$ cat config.mk
export PLATFORM = sky130hd
export DESIGN_NAME = file_io_top
export DESIGN_NICKNAME = d
export VERILOG_FILES = /design/src/design/file_io_pkg.sv /design/src/design/mem_cfg_pkg.sv /design/src/design/file_dumper.sv /design/src/design/file_io_top.sv /design/src/design/file_loader.sv /design/src/design/word_mem.sv
export SDC_FILE = /design/constraint.sdc
export NUM_CORES = 1
export LEC_CHECK = 0
export BUFFER_PORTS_ARGS = -buffer_cell sky130_fd_sc_hd__buf_2
export CAP_MARGIN = 40
export CORE_MARGIN = 4
export CORE_UTILIZATION = 53
export DETAILED_ROUTE_END_ITERATION = 8
export PLACE_DENSITY = 0.73
export RECOVER_POWER = 50
export SETUP_SLACK_MARGIN = 0.5
export SYNTH_ARGS = -nofsm -noshare
export SYNTH_HDL_FRONTEND = slang
export SYNTH_HIERARCHICAL = 1
export SYNTH_SLANG_ARGS = --single-unit
export TNS_END_PERCENT = 20
$ cat constraint.sdc
create_clock -name clk_sys -period 10.12 [get_ports clk_sys]
set_input_delay 1.012 -clock clk_sys [delete_from_list [all_inputs] [get_ports clk_sys]]
set_output_delay 1.012 -clock clk_sys [all_outputs]
set_load 0.02 [all_outputs]
$ cat src/design/file_io_pkg.sv
// framing characters of the hex text file
// loader and dumper FSM state encodings
// ascii hex digit <-> nibble conversion

package file_io_pkg;

  // ************************************************************************
  // control characters
  // ************************************************************************

  typedef enum logic [7:0] {
    SOH = 8'h01,   // start of header
    SOT = 8'h02,   // start of text, opens a load
    EOT = 8'h03,   // end of header
    EOF = 8'h04,   // closes a dump
    LF  = 8'h0A,
    CR  = 8'h0D
  } ctrl_char_e;

  // ************************************************************************
  // FSM states
  // ************************************************************************

  typedef enum logic [1:0] {
    LD_IDLE,    // waiting for SOT
    LD_RECV,    // collecting hex digits
    LD_WRITE    // one cycle, word to memory
  } loader_state_e;

  typedef enum logic [2:0] {
    DP_IDLE,
    DP_HEADER,  // SOH, id, EOT, SOT
    DP_ROW,     // digits then CR LF
    DP_TRAILER, // EOF
    DP_DONE     // done pulse
  } dumper_state_e;

  // ************************************************************************
  // hex conversion
  // ************************************************************************

  // bit 4 set when ch is 0-9, A-F or a-f
  function automatic logic [4:0] hex_to_nibble(input logic [6:0] ch);
    logic [4:0] res;
    res = 5'b0_0000;
    if ((ch >= 7'h30) && (ch <= 7'h39))
      res = {1'b1, ch[3:0]};
    else if (((ch >= 7'h41) && (ch <= 7'h46)) || ((ch >= 7'h61) && (ch <= 7'h66)))
      res = {1'b1, ch[3:0] + 4'h9};  // low nibble of 'A'/'a' is 1, so 10..15
    return res;
  endfunction

  // upper case only
  function automatic logic [7:0] nibble_to_hex(input logic [3:0] nib);
    logic [7:0] ch;
    if (nib <= 4'h9)
      ch = {4'h3, nib};
    else
      ch = 8'h37 + {4'h0, nib};  // 'A' - 10
    return ch;
  endfunction

endpackage

$ cat src/design/mem_cfg_pkg.sv
// memory geometry, address and word types
// counter widths and frame lengths of the dump

package mem_cfg_pkg;

  localparam int MEM_WIDTH = 32;               // bits per word
  localparam int MEM_DEPTH = 16;               // words
  localparam int ADDR_W    = $clog2(MEM_DEPTH);
  localparam int NIBBLES   = MEM_WIDTH / 4;    // hex digits per word
  localparam int ROW_LEN   = NIBBLES + 2;      // digits plus CR LF
  localparam int HDR_LEN   = 4;                // SOH id EOT SOT
  localparam int FRAME_LEN = HDR_LEN + MEM_DEPTH * ROW_LEN + 1;  // + EOF

  localparam logic [7:0] FILE_ID = 8'h30;      // ascii '0', single memory

  typedef logic [MEM_WIDTH-1:0] mem_word_t;
  typedef logic [ADDR_W-1:0]    mem_addr_t;

  // ************************************************************************
  // counter widths and terminal counts
  // ************************************************************************

  localparam int NIB_CNT_W = $clog2(NIBBLES);
  localparam int ROW_CNT_W = $clog2(ROW_LEN);

  localparam logic [NIB_CNT_W-1:0] NIB_LAST = NIB_CNT_W'(NIBBLES - 1);
  localparam logic [ROW_CNT_W-1:0] ROW_CR   = ROW_CNT_W'(NIBBLES);      // CR slot
  localparam logic [ROW_CNT_W-1:0] ROW_LF   = ROW_CNT_W'(NIBBLES + 1);  // last slot
  localparam mem_addr_t            ADDR_LAST = ADDR_W'(MEM_DEPTH - 1);

endpackage

$ cat src/design/file_dumper.sv
// send side of the file port
// header SOH id EOT SOT, one hex row per word with CR LF, then EOF
// read address runs one row ahead of the row being sent
// tx_full_i stalls every counter

module file_dumper (
  input  logic                   clk_sys,
  input  logic                   rst_clk,
  input  logic                   dump_start_i,
  input  logic                   load_busy_i,
  input  logic                   tx_full_i,
  input  mem_cfg_pkg::mem_word_t rd_data_i,
  output mem_cfg_pkg::mem_addr_t rd_addr_o,
  output logic [7:0]             tx_data_o,
  output logic                   tx_we_o,
  output logic                   dump_busy_o,
  output logic                   dump_done_o
);

  file_io_pkg::dumper_state_e        state;
  logic [1:0]                        hdr_cnt;   // header character index
  logic [mem_cfg_pkg::ROW_CNT_W-1:0] row_cnt;   // position inside a row
  mem_cfg_pkg::mem_addr_t            word_cnt;  // row being sent
  logic [mem_cfg_pkg::NIB_CNT_W-1:0] nib_sel;
  logic [3:0]                        cur_nib;
  logic                              tx_go;     // character leaves this cycle

  // ************************************************************************
  // strobes and status
  // ************************************************************************

  // busy only while characters are due, low again in the done cycle
  assign dump_busy_o = (state == file_io_pkg::DP_HEADER) ||
                       (state == file_io_pkg::DP_ROW) ||
                       (state == file_io_pkg::DP_TRAILER);
  assign tx_go       = dump_busy_o && !tx_full_i;
  assign tx_we_o     = tx_go;
  assign dump_done_o = (state == file_io_pkg::DP_DONE);

  // digit select, msb nibble at row position 0
  assign nib_sel = row_cnt[mem_cfg_pkg::NIB_CNT_W-1:0];
  assign cur_nib = rd_data_i[(mem_cfg_pkg::NIBBLES - 1 - nib_sel) * 4 +: 4];

  // ************************************************************************
  // character mux
  // ************************************************************************

  always_comb
  begin
    tx_data_o = 8'h00;
    case (state)
      file_io_pkg::DP_HEADER:
        case (hdr_cnt)
          2'd0:    tx_data_o = file_io_pkg::SOH;
          2'd1:    tx_data_o = mem_cfg_pkg::FILE_ID;  // file name character
          2'd2:    tx_data_o = file_io_pkg::EOT;
          default: tx_data_o = file_io_pkg::SOT;
        endcase
      file_io_pkg::DP_ROW:
        if (row_cnt < mem_cfg_pkg::ROW_CR)
          tx_data_o = file_io_pkg::nibble_to_hex(cur_nib);
        else if (row_cnt == mem_cfg_pkg::ROW_CR)
          tx_data_o = file_io_pkg::CR;
        else
          tx_data_o = file_io_pkg::LF;
      file_io_pkg::DP_TRAILER:
        tx_data_o = file_io_pkg::EOF;
      default:
        tx_data_o = 8'h00;  // idle, done
    endcase
  end

  // ************************************************************************
  // FSM and counters
  // ************************************************************************

  always_ff @(posedge clk_sys)
  begin
    if (rst_clk)
    begin
      state     <= file_io_pkg::DP_IDLE;
      hdr_cnt   <= '0;
      row_cnt   <= '0;
      word_cnt  <= '0;
      rd_addr_o <= '0;
    end
    else
    begin
      case (state)
        file_io_pkg::DP_IDLE:
          if (dump_start_i && !load_busy_i)  // no dump over a half loaded memory
          begin
            state     <= file_io_pkg::DP_HEADER;
            hdr_cnt   <= '0;
            row_cnt   <= '0;
            word_cnt  <= '0;
            rd_addr_o <= '0;  // word 0 read during the header
          end
        file_io_pkg::DP_HEADER:
          if (tx_go)
          begin
            hdr_cnt <= hdr_cnt + 2'd1;
            if (hdr_cnt == 2'd3)
              state <= file_io_pkg::DP_ROW;
          end
        file_io_pkg::DP_ROW:
          if (tx_go)
          begin
            // next word in flight during CR LF
            if (row_cnt == mem_cfg_pkg::ROW_CR)
              rd_addr_o <= rd_addr_o + 1'b1;
            if (row_cnt == mem_cfg_pkg::ROW_LF)
            begin
              row_cnt  <= '0;
              word_cnt <= word_cnt + 1'b1;
              if (word_cnt == mem_cfg_pkg::ADDR_LAST)
                state <= file_io_pkg::DP_TRAILER;
            end
            else
            begin
              row_cnt <= row_cnt + 1'b1;
            end
          end
        file_io_pkg::DP_TRAILER:
          if (tx_go)
            state <= file_io_pkg::DP_DONE;
        file_io_pkg::DP_DONE:
          state <= file_io_pkg::DP_IDLE;  // one cycle, done pulse
        default:
          state <= file_io_pkg::DP_IDLE;
      endcase
    end
  end

  // back-pressure honoured at the port
  a_no_we_when_full : assert property (
    @(posedge clk_sys) disable iff (rst_clk)
    tx_full_i |-> !tx_we_o
  );

  // done is a single-cycle pulse
  a_done_pulse : assert property (
    @(posedge clk_sys) disable iff (rst_clk)
    dump_done_o |=> !dump_done_o
  );

endmodule

$ cat src/design/file_io_top.sv
// hex text file port around one word memory
// loader fills the memory from rx characters
// dumper frames the memory contents out as tx characters

module file_io_top (
  input  logic       clk_sys,
  input  logic       rst_clk,
  input  logic [7:0] rx_data_i,
  input  logic       rx_valid_i,
  input  logic       dump_start_i,
  input  logic       tx_full_i,
  output logic [7:0] tx_data_o,
  output logic       tx_we_o,
  output logic       load_busy_o,
  output logic       dump_busy_o,
  output logic       dump_done_o
);

  // ************************************************************************
  // internal nets
  // ************************************************************************

  logic                   wr_en;    // loader -> memory
  mem_cfg_pkg::mem_addr_t wr_addr;
  mem_cfg_pkg::mem_word_t wr_data;
  mem_cfg_pkg::mem_addr_t rd_addr;  // dumper -> memory
  mem_cfg_pkg::mem_word_t rd_data;  // memory -> dumper, one cycle later
  logic                   load_busy;
  logic                   dump_busy;

  assign load_busy_o = load_busy;
  assign dump_busy_o = dump_busy;

  // receive parser
  file_loader file_loader_inst (
    .clk_sys     (clk_sys),
    .rst_clk     (rst_clk),
    .rx_data_i   (rx_data_i),
    .rx_valid_i  (rx_valid_i),
    .dump_busy_i (dump_busy),  // blocks a load during a dump
    .wr_en_o     (wr_en),
    .wr_addr_o   (wr_addr),
    .wr_data_o   (wr_data),
    .load_busy_o (load_busy)
  );

  // send framer
  file_dumper file_dumper_inst (
    .clk_sys      (clk_sys),
    .rst_clk      (rst_clk),
    .dump_start_i (dump_start_i),
    .load_busy_i  (load_busy),  // blocks a dump during a load
    .tx_full_i    (tx_full_i),
    .rd_data_i    (rd_data),
    .rd_addr_o    (rd_addr),
    .tx_data_o    (tx_data_o),
    .tx_we_o      (tx_we_o),
    .dump_busy_o  (dump_busy),
    .dump_done_o  (dump_done_o)
  );

  // storage
  word_mem word_mem_inst (
    .clk_sys   (clk_sys),
    .wr_en_i   (wr_en),
    .wr_addr_i (wr_addr),
    .wr_data_i (wr_data),
    .rd_addr_i (rd_addr),
    .rd_data_o (rd_data)
  );

endmodule

$ cat src/design/file_loader.sv
// receive side of the file port
// waits for SOT, packs hex digits msb first into words
// writes MEM_DEPTH words in order, then goes back to idle

module file_loader (
  input  logic                   clk_sys,
  input  logic                   rst_clk,
  input  logic [7:0]             rx_data_i,
  input  logic                   rx_valid_i,
  input  logic                   dump_busy_i,
  output logic                   wr_en_o,
  output mem_cfg_pkg::mem_addr_t wr_addr_o,
  output mem_cfg_pkg::mem_word_t wr_data_o,
  output logic                   load_busy_o
);

  file_io_pkg::loader_state_e        state;
  logic [mem_cfg_pkg::NIB_CNT_W-1:0] nib_cnt;     // digit position in current word
  logic [4:0]                        hex_res;     // {valid, nibble}
  logic                              rx_take;     // character seen by this block
  logic                              hex_ok;
  logic                              addr_last;
  logic                              digit_take;  // digit goes into the word

  // ************************************************************************
  // character decode
  // ************************************************************************

  assign rx_take   = rx_valid_i && !dump_busy_i;  // deaf while a dump runs
  assign hex_res   = file_io_pkg::hex_to_nibble(rx_data_i[6:0]);
  assign hex_ok    = !rx_data_i[7] && hex_res[4];  // 8-bit chars are never digits
  assign addr_last = (wr_addr_o == mem_cfg_pkg::ADDR_LAST);

  // a digit may also land in the write cycle when another word follows
  assign digit_take = rx_take && hex_ok &&
                      ((state == file_io_pkg::LD_RECV) ||
                       ((state == file_io_pkg::LD_WRITE) && !addr_last));

  assign wr_en_o     = (state == file_io_pkg::LD_WRITE);
  assign load_busy_o = (state != file_io_pkg::LD_IDLE);

  // ************************************************************************
  // FSM, address and digit counters
  // ************************************************************************

  always_ff @(posedge clk_sys)
  begin
    if (rst_clk)
    begin
      state     <= file_io_pkg::LD_IDLE;
      nib_cnt   <= '0;
      wr_addr_o <= '0;
    end
    else
    begin
      case (state)
        file_io_pkg::LD_IDLE:
          if (rx_take && (rx_data_i == file_io_pkg::SOT))
          begin
            state     <= file_io_pkg::LD_RECV;
            nib_cnt   <= '0;
            wr_addr_o <= '0;  // every load starts at word 0
          end
        file_io_pkg::LD_RECV:
          if (digit_take)  // CR, LF, spaces, commas, a second SOT all fall through
          begin
            if (nib_cnt == mem_cfg_pkg::NIB_LAST)
            begin
              nib_cnt <= '0;
              state   <= file_io_pkg::LD_WRITE;
            end
            else
            begin
              nib_cnt <= nib_cnt + 1'b1;
            end
          end
        file_io_pkg::LD_WRITE:
          if (addr_last)
          begin
            state <= file_io_pkg::LD_IDLE;  // whole memory written
          end
          else
          begin
            wr_addr_o <= wr_addr_o + 1'b1;
            state     <= file_io_pkg::LD_RECV;
            // first digit of the next word already taken this cycle
            if (digit_take)
              nib_cnt <= {{(mem_cfg_pkg::NIB_CNT_W-1){1'b0}}, 1'b1};
            else
              nib_cnt <= '0;
          end
        default:
          state <= file_io_pkg::LD_IDLE;
      endcase
    end
  end

  // word assembly, msb digit first; old bits shift out over NIBBLES digits
  always_ff @(posedge clk_sys)
  begin
    if (digit_take)
    begin
      wr_data_o <= {wr_data_o[mem_cfg_pkg::MEM_WIDTH-5:0], hex_res[3:0]};
    end
  end

  // memory never written while the dumper reads it
  a_no_wr_during_dump : assert property (
    @(posedge clk_sys) disable iff (rst_clk)
    wr_en_o |-> !dump_busy_i
  );

endmodule

$ cat src/design/word_mem.sv
// word memory, one write port and one registered read port
// read data one cycle after the address

module word_mem (
  input  logic                   clk_sys,
  input  logic                   wr_en_i,
  input  mem_cfg_pkg::mem_addr_t wr_addr_i,
  input  mem_cfg_pkg::mem_word_t wr_data_i,
  input  mem_cfg_pkg::mem_addr_t rd_addr_i,
  output mem_cfg_pkg::mem_word_t rd_data_o
);

  // storage, contents undefined until a load
  mem_cfg_pkg::mem_word_t mem_array [mem_cfg_pkg::MEM_DEPTH];

  // ************************************************************************
  // write and read ports
  // ************************************************************************

  always_ff @(posedge clk_sys)
  begin
    if (wr_en_i)
    begin
      mem_array[wr_addr_i] <= wr_data_i;
    end
    rd_data_o <= mem_array[rd_addr_i];  // old data on same-address collision
  end

  // a write to an unknown address would smear the whole array in simulation
  a_wr_addr_known : assert property (
    @(posedge clk_sys) wr_en_i |-> !$isunknown(wr_addr_i)
  );

endmodule

======== Yosys cells after proc, flatten, opt, wreduce, memory -nomap -nowiden ========
Memories as Yosys holds them, arrays and structs flattened. A register that Yosys moved wholly into a read port is not among the register bits.
Index checks and enable logic that the tools add are counted.
word-level totals
  bits of input ports ..................... 13
  memories kept ........................... 1
  output and inout bits ................... 12
  flip-flop bits (word level) ............. 58
  RAM bits ................................ 512
cells by class
  reduce and logical (&&, ||, !) cells .... 36
  equal/unequal tests ..................... 27
  mux-type cells .......................... 44
  order comparisons ....................... 8
  shift-type cells ........................ 1
  add/subtract/negate cells ............... 9
memories
  name                     words  bits a word  rd ports  clocked after memory_dff  wr ports  line            source
  word_mem_inst.mem_array  16     32           1         1                         1         word_mem.sv:14  mem_cfg_pkg::mem_word_t mem_array [mem_cfg_pkg::MEM_DEPTH];
operators with widths
  operator             count
  $mux 3               12
  $mux 4               9
  $shiftx 32x33->4     1
  $pmux 4 s2           4
  $pmux 8 s3           1
  $ne 2x2->1 const B   9
  $pmux 6 s3           1
  $add 4x1->4 const B  4
  $eq 4x4->1 const B   4
  $mux 8               2
  $ge 7x7->1 const B   2
  $le 7x7->1 const B   2
  $pmux 3 s4           1
  $reduce_and 3->1     4
  $reduce_and 4->1     3
  $logic_and 1x1->1    11
  $mux 2               5
  $mux 5               2
  $pmux 3 s3           1
  $eq 8x2->1 const B   1
  $reduce_bool 2->1    4
  $add 6x4->7 const A  1
  $ge 7x6->1 const B   1
  $le 7x6->1 const B   1
  21 further kinds     39

======== Longest topological paths before layout ========
Gate-level depths: netlist of the first run.
  word-level depth ........................ 11
  gate-level depth with buffers ........... 9
  mapped depth without buffers ............ 8

======== Cells and area by module ========
Netlist of the first run, hierarchy kept.
modules (own cells, without submodules)
  module       area each (um2)  cells an instance  times used
  word_mem     19835.3          838                1
  file_loader  1853.0           132                1
  file_dumper  1387.6           148                1

======== Least setup slack after synthesis of the first run ========
Ideal clock, no wire load.
  path type ............................... in2reg
  from .................................... input rx_data_i[1]
  to ...................................... register file_loader_inst.wr_data_o[0], enable pin
  path slack .............................. 5476 ps
  arrival time ............................ 4183 ps
  stages .................................. 6
  data required time ...................... 9659 ps
  cell sequence ........................... inv_1 -> ha_1 -> and2b_4 -> a221o_1 -> a21boi_4 -> nor3_1
between the ends
  word-level cells in the longest chain between the ends .. 8
RTL lines
  element                                   line                source
  start: declaration                        file_io_top.sv:8    input logic [7:0] rx_data_i,
  $ge 7x7->1 or $le 7x7->1 (tied branches)  file_io_pkg.sv:48   else if (((ch >= 7'h41) && (ch <= 7'h46)) || ((ch >= 7'h61) && (ch <= 7'h66)))
  $logic_and 1x1->1                         file_io_pkg.sv:48
  $logic_or 1x1->1                          file_io_pkg.sv:48
  $mux 5                                    file_io_pkg.sv:48
  $mux 5 (*)                                file_io_pkg.sv:46   if ((ch >= 7'h30) && (ch <= 7'h39))
  $logic_and 1x1->1 (*)                     file_loader.sv:31   assign hex_ok = !rx_data_i[7] && hex_res[4];
  $logic_and 1x1->1 (*) (2 in a row)        file_loader.sv:35   assign digit_take = rx_take && hex_ok &&
  via file_loader_inst.digit_take           file_loader.sv:23   logic digit_take;
  end signal: assignment                    file_loader.sv:103  wr_data_o <= {wr_data_o[mem_cfg_pkg::MEM_WIDTH-5:0], hex_res[3:0]};
  end: declaration                          file_loader.sv:13   output mem_cfg_pkg::mem_word_t wr_data_o,
Mark *: on every way through the listed nets, which the timed path passes. The rest lies on a longest branch.
A chain may end at the register's enable or synchronous reset.

==> impl_metrics.py, run 1 <==
metrics = {
    "run_status": {
        "status": "finished with violations",
        "violations": "capacitance limit, slew limit",
    },
    "yosys": {
        "synth_area_um2": 23100,
        "synth_top_family_by_area": "multiplexers",
        "synth_seq_cells": 602,
        "yosys_warnings": 6,
        "syn_avg_cell_area_um2": 20.6,
        "synth_simple_gate_area_share_pct": 3.47,
        "synth_ff_type": "edfxtp_1",
        "synth_cell_types": 70,
        "synth-edff-count": 544,
        "synth-xor-area-share_pct": 0.418,
        "syn_nets": 1152,
        "synth-adder-area-share_pct": 1.14,
        "synthMuxAreaShare_pct": 13.9,
        "synth-compound-area-share_pct": 3.89,
        "syn_inst": 1118,
        "seq_area_frac_synth_pct": 75.8,
        "synth-async-reset-ratio_pct": 0,
    },
    "worst_setup_path": {
        "critical_path_arrival_ns": 5.80,
        "critPathKind": "register to register",
        "critPathMaxFanout": 59,
        "critical_path_required_ns": 10.55,
        "cp-end-kind": "register",
        "startpoint_type": "register",
    },
    "layout": {
        "drive_gt1_share_pct": 24.8,
        "final_util_pct": 59.6,
        "area_growth_pct": 11.3,
        "multi_input_area_um2": 5360,
        "layout.nets": 1208,
        "seq_area_um2": 17500,
        "fill_cells": 3018,
    },
    "global_routing": {
        "grt_first_pass_wirelength_um": 72400,
        "gr-total-overflow": 0,
        "antenna_found_initial": 1,
        "grt_max_degree": 107,
        "grt_pass1_vias": 11300,
        "track_usage_pct": 20.8,
    },
    "placed_design": {
        "io_buffers": 23,
        "gp_congestion": 0.812,
        "hpwl_um": 24400,
    },
    "floorplan": {
        "rows": 76,
        "core_area_um2": 43100,
        "die_x_um": 217,
        "ios": 25,
        "die-area_um2": 46900,
        "start_util_pct": 53.6,
        "die_h_um": 217,
    },
    "routing": {
        "num_vias": 11000,
        "drtPass1Iterations": 5,
        "drt-total-wl_um": 48200,
        "routedWlPerCell_um": 26.7,
        "vias_per_cell": 6.12,
        "drtIter0Drc": 1272,
        "antenna_left": 0,
        "drc": 0,
    },
    "timing": {
        "tightest_slew_ns": 3.55,
        "whs_ns": 0.470,
        "fin_setup_tns_ns": 0,
        "hold_viol": 0,
        "slew_viol_final": 69,
        "finClkSkew_ns": 0.0220,
        "slew_headroom_pct": -137,
        "finalCriticalPeriod_ns": 5.36,
        "finalCritPeriodShare_pct": 53.0,
        "setup_viol_count_final": 0,
        "rsz0062_at_grt": "false",
        "fmax_mhz": 187,
    },
    "power": {
        "switching_share_pct": 23.2,
        "p_leak_uw": 0.00801,
        "p_total_uw": 5590,
        "power_frac_seq_pct": 51.1,
        "p_switching_uw": 1300,
        "p_per_area_nw_per_um2": 218,
        "clkPwrFrac_pct": 34.9,
        "combPwrFrac_pct": 14.0,
        "ir_drop_mv": 0.150,
        "p_int_uw": 4300,
    },
    "min_path": {
        "hold_class": "register to register",
    },
    "cts": {
        "hold_buffers": 0,
        "ctsHtreeMaxLevel": 2,
        "clkSlewWorstSetupHoldPaths_ns": 0.06,
        "clk_path_buf_depth": 3,
        "cts_tree": "built",
        "cts_setup_buffers": 0,
        "clk_latency_ns": 0.59,
        "post_cts_resized": 0,
        "root_buffer": "clkbuf_16",
        "cts_buffers": 56,
        "clock_sinks": 602,
    },
    "flow_run": {
        "maxCapViolCount": 2,
    },
}
## logic make-up after synthesis
family | count (synthesis)
compound gates | 111
xor+xnor | 11
fa+ha+maj | 21
buf+inv | 64
flops | 602
mux | 147
other cells | 1
simple gates | 161
## final timing paths
kind	end	start	slack, ns	cells past startpoint
setup / recovery	word_mem_inst/rd_data_o[9]$_DFF_P_	file_dumper_inst/rd_addr_o[1]$_SDFFE_PP0P_	4.76	6
hold / removal	file_loader_inst/nib_cnt[2]$_SDFFE_PP0P_	file_loader_inst/nib_cnt[2]$_SDFFE_PP0P_	0.47	2
setup reg to reg	word_mem_inst/rd_data_o[9]$_DFF_P_	file_dumper_inst/rd_addr_o[1]$_SDFFE_PP0P_	4.76	6
hold reg to reg	file_loader_inst/nib_cnt[2]$_SDFFE_PP0P_	file_loader_inst/nib_cnt[2]$_SDFFE_PP0P_	0.47	2
## registers in the layout (all words and copies together), names as in the netlist
register	cells
file_dumper_inst/row_cnt	4
file_loader_inst/wr_data_o	32
file_dumper_inst/hdr_cnt	2
word_mem_inst/rd_data_o	32
file_dumper_inst/state	3
file_dumper_inst/word_cnt	4
file_loader_inst/wr_addr_o	4
file_loader_inst/nib_cnt	3
file_dumper_inst/rd_addr_o	4
word_mem_inst/mem_array	512
file_loader_inst/state	2
## metal layers
| metal | vias up | share of wire [%] | track usage (%) |
|---|---|---|---|
| li1 | 4731 | - | - |
| met1 | 5775 | 39 | 28.7 |
| met2 | 424 | 51 | 34.9 |
| met3 | 91 | 7.2 | 3.17 |
| met4 | 2 | 2.8 | 6.25 |
| met5 | - | 0.027 | 0 |
## power by group through the flow
| stage | clock network, uW | registers [uW] | logic (uW) |
|---|---|---|---|
| 4_1_cts | 1980 | 2860 | 786 |
| 3_5_place_dp | 0 | 2910 | 779 |
| 3_3_place_gp | 0 | 2910 | 768 |
| 5_1_grt | 2100 | 2870 | 848 |
| 2_1_floorplan | 0 | 2860 | 658 |
| 6_report | 1950 | 2860 | 781 |
## placed cells by master (no fill, tap or decap), drive strengths merged, types with 11 or more instances in the layout
cell type | netlist | final
inv | 11 | 12
a22oi | 66 | 66
a21oi | 11 | 11
nand2 | 46 | 46
buf | 31 | 46
nor2 | 46 | 46
edfxtp | 544 | 544
ha | 21 | 21
dfxtp | 58 | 58
clkinv | 1 | 17
clkbuf | 21 | 87
nor3 | 16 | 16
mux4 | 136 | 136
## synthesized netlist by cell type (all sizes together), types with 6 or more instances
cell	instances	area [um2]
xor2	6	52.6
edfxtp	544	16300
nand2b	9	58.8
ha	21	263
dfxtp	58	1160
a22oi	66	495
or2	6	40.0
nand2	46	173
inv	11	41.3
nor2	46	173
buf	31	180
a21oi	11	55.1
clkbuf	21	88.8
nor3	16	85.1
mux2i	8	80.1
nand3	9	45.0
mux4	136	3080
## area by class of cell
| type | instances | area share (%) |
|---|---|---|
| Clock inverter | 17 | 0.331 |
| Multi-Input combinational cell | 452 | 20.9 |
| Inverter | 12 | 0.175 |
| Clock buffer | 83 | 6.32 |
| Tap cell | 585 | 2.85 |
| Timing Repair Buffer | 50 | 1.33 |
| Sequential cell | 602 | 68.1 |
| Antenna cell | 1 | 0.00974 |
## metrics by stage
| step | setup WS [ns] | std cells | cell area, um2 |
|---|---|---|---|
| 3_3_place_gp | 6.13 | 1700 | 24000 |
| 2_1_floorplan | 5.48 | 1118 | 23100 |
| 3_5_place_dp | 6.12 | 1701 | 24000 |
| 5_1_grt | 4.45 | 1801 | 25700 |
| 4_1_cts | 5.47 | 1801 | 25700 |
| 6_report | 4.76 | 1802 | 25700 |
## critical path: stages (launching register included)
cell	delay, ns
dfxtp_1	0.95
clkbuf_1	2.57
buf_4	0.47
buf_16	0.30
mux4_2	0.35
a22oi_1	0.29
nand2_1	0.18
Power figures use the tool's default switching activity.
==> run 2: changes to the inputs <==
Settings changed: PLACE_DENSITY 0.73 to 0.75.
Clock period 10.12 ns to 4.4 ns, I/O delays scaled along.
==> impl_metrics.py, run 2 (same netlist as run 1, synthesis figures left out) <==
metrics = {
    "run_status": {
        "status": "finished with violations",
        "violations": "capacitance limit, slew limit",
    },
    "routing": {
        "vias_per_cell": 6.18,
        "drtPass1Iterations": 5,
        "num_vias": 11200,
        "drtIter0Drc": 1335,
        "drc": 0,
        "routedWlPerCell_um": 26.5,
        "antenna_left": 0,
        "drt-total-wl_um": 48000,
    },
    "global_routing": {
        "grt_first_pass_wirelength_um": 72700,
        "grt_pass1_vias": 11500,
        "gr-total-overflow": 0,
        "antenna_found_initial": 2,
        "track_usage_pct": 20.7,
        "grt_max_degree": 132,
    },
    "layout": {
        "drive_gt1_share_pct": 25.6,
        "largest_register_ffs": 512,
        "final_cell_mix": "544 x edfxtp_1, 133 x mux4_2, 66 x a22oi_1",
        "final_util_pct": 60.2,
        "layout.nets": 1214,
        "top_regs": "word_mem_inst/mem_array x512, file_loader_inst/wr_data_o x32, word_mem_inst/rd_data_o x32",
        "regMostFlops": "word_mem_inst/mem_array",
        "n_antenna_cell": 0,
        "layout_commonest_cell": "edfxtp_1",
        "area_growth_pct": 12.4,
    },
    "cts": {
        "cts_tree": "built",
        "hold_buffers": 0,
        "ctsHtreeMaxLevel": 2,
        "clk_path_buf_depth": 3,
        "cts_buffers": 56,
        "clkSlewWorstSetupHoldPaths_ns": 0.06,
        "root_buffer": "clkbuf_16",
        "clk_latency_ns": 0.60,
        "clock_sinks": 602,
    },
    "timing": {
        "setup_viol_count_final": 0,
        "finClkSkew_ns": 0.0134,
        "slew_viol_final": 53,
        "finalCriticalPeriod_ns": 3.72,
        "rsz0062_at_grt": "false",
        "finalCritPeriodShare_pct": 84.5,
        "hold_viol": 0,
        "tightest_slew_ns": 2.49,
        "fmax_mhz": 269,
        "slew_headroom_pct": -66.5,
        "fin_setup_tns_ns": 0,
    },
    "flow_run": {
        "maxCapViolCount": 2,
    },
    "worst_setup_path": {
        "critical_path_required_ns": 3.96,
        "critPathKind": "register to output pin",
        "critPathMaxFanout": 10,
        "rrSetupSlack_ns": 0.79,
        "timing.rr.start": "file_dumper_inst/rd_addr_o[0]$_SDFFE_PP0P_",
        "cp-end-kind": "output pin",
        "r2r-end": "word_mem_inst/rd_data_o[25]$_DFF_P_",
        "startpoint_type": "register",
        "reg2reg_depth": 4,
        "critical_path_arrival_ns": 3.28,
    },
    "power": {
        "p_leak_uw": 0.00810,
        "ir_drop_mv": 0.283,
        "p_per_area_nw_per_um2": 505,
    },
    "placed_design": {
        "hpwl_um": 25900,
        "io_buffers": 23,
        "gp_congestion": 0.804,
    },
    "floorplan": {
        "die_h_um": 217,
        "ios": 25,
        "die-area_um2": 46900,
        "core_area_um2": 43100,
        "start_util_pct": 53.6,
        "rows": 76,
        "die_x_um": 217,
    },
    "min_path": {
        "whs_path_depth": 2,
        "hold_class": "input pin to register",
        "hold_start": "rst_clk",
        "hold_end": "file_loader_inst/wr_addr_o[1]$_SDFFE_PP0P_",
    },
}
==> run 2: cell types whose count changed in the layout (fill, tap and decap cells not counted), sizes merged <==
cell	before	now
clkinv	17	19
buf	46	54
clkbuf	87	78
inv	12	13
bufinv	0	4
diode	1	0
clkinvlp	0	3
==> run 2: area by class of cell <==
| class | instances | area (um2) |
|---|---|---|
| Clock inverter | 27 | 241 |
| Inverter | 12 | 45.0 |
| Sequential cell | 602 | 17500 |
| Multi-Input combinational cell | 452 | 5380 |
| Tap cell | 585 | 732 |
| Clock buffer | 76 | 1530 |
| Fill cell | 2925 | 17100 |
| Timing Repair Buffer | 56 | 500 |
==> run 2: timing repair <==
item,CTS,global route
resized for setup,2,4
setup buffers,0,4
endpoints found under the setup margin,3,2
==> run 2: layer usage <==
metal | vias to the layer above | share of wire, % | track usage [%]
li1 | 4735 | - | -
met1 | 5856 | 40 | 28.9
met2 | 492 | 50 | 34.5
met3 | 97 | 7.4 | 3.15
met4 | 0 | 2.7 | 5.97
met5 | - | 0 | 0
==> run 2: worst max-delay path by stage <==
stage	end	cells past startpoint	startpoint
6_report	tx_data_o[1]	9	file_dumper_inst/row_cnt[0]$_SDFFE_PP0P_
5_1_grt	word_mem_inst/rd_data_o[16]$_DFF_P_	4	file_dumper_inst/rd_addr_o[0]$_SDFFE_PP0P_
4_1_cts	tx_data_o[1]	9	file_dumper_inst/row_cnt[1]$_SDFFE_PP0P_
3_5_place_dp	tx_data_o[1]	9	file_dumper_inst/row_cnt[0]$_SDFFE_PP0P_
3_3_place_gp	tx_data_o[1]	9	file_dumper_inst/row_cnt[0]$_SDFFE_PP0P_
2_1_floorplan	word_mem_inst/mem_array[0][0]$_DFFE_PP_	4	file_loader_inst/state[0]$_SDFFE_PP0P_
==> run 2: metrics by stage <==
stage / power, uW / hold WS (ns) / std cells / instance area (um2) / worst slack [ns]
detailed placement: 8530 / 0.464 / 1703 / 24200 / 0.890
global route: 13600 / 0.200 / 1810 / 25900 / 0.438
finish: 13100 / 0.187 / 1810 / 25900 / 0.684
floorplan: 8090 / 0.438 / 1118 / 23100 / 0.538
CTS: 13200 / 0.153 / 1806 / 26000 / 0.500
global placement: 8490 / 0.450 / 1697 / 24000 / 0.984
==> run 2: where the power goes <==
group	switching [uW]	leakage [uW]	total, uW	internal (uW)
logic	879	0.00186	1880	997
registers	189	0.00538	6580	6390
clock network	1980	0.000856	4650	2660
==> run 2: critical path, cell delays in order (launching register included) <==
cell	delay, ns
dfxtp_4	0.42
buf_4	0.14
mux4_1	0.57
mux2i_1	0.31
ha_1	0.23
or2_2	0.15
a21bo_4	0.15
mux2_2	0.33
a21oi_1	0.18
buf_2	0.19
==> run 3: changes to the inputs <==
Settings changed: PLACE_DENSITY 0.75 to 0.73.
Clock period 4.4 ns to 3.5 ns, I/O delays scaled along.
==> impl_metrics.py, run 3 (same netlist as run 1, synthesis figures left out) <==
metrics = {
    "layout": {
        "drive_gt1_share_pct": 26.3,
        "layout_commonest_cell": "edfxtp_1",
        "top_regs": "word_mem_inst/mem_array x512, file_loader_inst/wr_data_o x32, word_mem_inst/rd_data_o x32",
        "n_antenna_cell": 0,
        "largest_register_ffs": 512,
        "layout.nets": 1224,
        "regMostFlops": "word_mem_inst/mem_array",
        "area_growth_pct": 13.1,
        "final_cell_mix": "544 x edfxtp_1, 133 x mux4_2, 66 x a22oi_1",
        "fill_cells": 2955,
    },
    "cts": {
        "cts_tree": "built",
        "hold_buffers": 0,
        "clk_path_buf_depth": 3,
        "clock_sinks": 602,
        "cts_buffers": 56,
        "clk_latency_ns": 0.61,
        "root_buffer": "clkbuf_16",
        "ctsHtreeMaxLevel": 2,
        "clkSlewWorstSetupHoldPaths_ns": 0.06,
    },
    "run_status": {
        "violations": "capacitance limit, slew limit",
        "status": "finished with violations",
    },
    "floorplan": {
        "rows": 76,
        "die-area_um2": 46900,
        "die_x_um": 217,
        "die_h_um": 217,
        "start_util_pct": 53.6,
        "ios": 25,
        "core_area_um2": 43100,
    },
    "global_routing": {
        "antenna_found_initial": 2,
        "grt_max_degree": 54,
        "gr-total-overflow": 0,
        "track_usage_pct": 21.0,
        "grt_first_pass_wirelength_um": 73200,
        "grt_pass1_vias": 11400,
    },
    "timing": {
        "finalCritPeriodShare_pct": 97.4,
        "slew_headroom_pct": -13.3,
        "hold_viol": 0,
        "finalWorstSetupSlack_ns": 0.0918,
        "finClkSkew_ns": 0.0208,
        "tightest_slew_ns": 1.70,
        "fin_setup_tns_ns": 0,
        "slew_viol_final": 22,
        "fmax_mhz": 293,
        "setup_viol_count_final": 0,
        "rsz0062_at_grt": "true",
        "finalCriticalPeriod_ns": 3.41,
    },
    "routing": {
        "drtPass1Iterations": 5,
        "drtIter0Drc": 1352,
        "drt-total-wl_um": 48800,
        "routedWlPerCell_um": 26.7,
        "drc": 0,
        "num_vias": 11200,
        "antenna_left": 0,
        "vias_per_cell": 6.12,
    },
    "power": {
        "p_per_area_nw_per_um2": 641,
        "p_total_uw": 16700,
        "p_leak_uw": 0.00819,
        "ir_drop_mv": 0.414,
    },
    "worst_setup_path": {
        "critPathKind": "register to output pin",
        "cp-end-kind": "output pin",
        "critPathMaxFanout": 7,
        "startpoint_type": "register",
        "critical_path_arrival_ns": 3.06,
        "critical_path_required_ns": 3.15,
    },
    "flow_run": {
        "maxCapViolCount": 2,
    },
    "placed_design": {
        "io_buffers": 23,
        "gp_congestion": 0.821,
        "hpwl_um": 26500,
        "dp_slack_ns": 0.230,
    },
    "min_path": {
        "hold_class": "input pin to register",
    },
}
-- run 3: changes by cell type in the layout (fill, tap and decap cells not counted), sizes merged --
cell,previous run,this run
clkinvlp,3,0
clkinv,19,27
clkbuf,78,80
buf,54,61
inv,13,11
bufinv,4,5
-- run 3: area by class of cell --
type                       instances  area [um2]  area share, %
sequential                       602       17500           67.1
multi-input combinational        452        5380           20.6
clock buffer                      75        1560           5.96
tap                              585         732           2.81
timing repair buffer              66         594           2.28
clock inverter                    31         277           1.06
inverter                          12        45.0          0.173
-- run 3: worst paths after layout --
kind	from	end	slack, ns	cells past startpoint
max	file_dumper_inst/row_cnt[0]$_SDFFE_PP0P_	tx_data_o[1]	0.09	9
min	rst_clk	file_loader_inst/wr_addr_o[0]$_SDFFE_PP0P_	0.1	2
max reg2reg	file_dumper_inst/rd_addr_o[3]$_SDFFE_PP0P_	word_mem_inst/rd_data_o[14]$_DFF_P_	0.21	5
min reg2reg	file_loader_inst/nib_cnt[2]$_SDFFE_PP0P_	file_loader_inst/nib_cnt[2]$_SDFFE_PP0P_	0.48	2
-- run 3: routing by layer --
layer / vias to the layer above / track usage (%) / share of wire [%]
met3: 78 / 4.67 / 8.3
met4: 4 / 4.84 / 1.8
li1: 4752 / - / -
met5: - / 0 / 0.049
met1: 5843 / 30.0 / 40
met2: 473 / 34.0 / 50
-- run 3: through the flow --
stage	cells	hold slack, ns	instance area [um2]	util, %
6_report	1823	0.0983	26100	60.6
5_1_grt	1823	0.0948	26100	60.6
4_1_cts	1823	0.0735	26100	60.7
3_5_place_dp	1711	0.473	24200	56.3
3_3_place_gp	1711	0.448	24200	56.3
2_1_floorplan	1118	0.422	23100	-
-- run 3: what timing repair did --
item	CTS	global route
setup buffers	6	0
cloned	0	0
pin swaps	2	0
endpoints found under the setup margin	7	7
resized for setup	12	3
-- run 3: report_power, final --
part / internal, uW / total (uW) / switching [uW]
Sequential: 8040 / 8260 / 221
Combinational: 1330 / 2470 / 1150
Clock: 3480 / 6000 / 2520
-- run 3: critical path, cell delays in order (launching register included) --
cell and delay [ns]:
dfxtp_4 0.40, mux4_2 0.56, mux2i_4 0.21, inv_2 0.07, ha_2 0.16, or2_4 0.24
a21bo_4 0.23, mux2_4 0.32, a21oi_4 0.14, buf_6 0.13
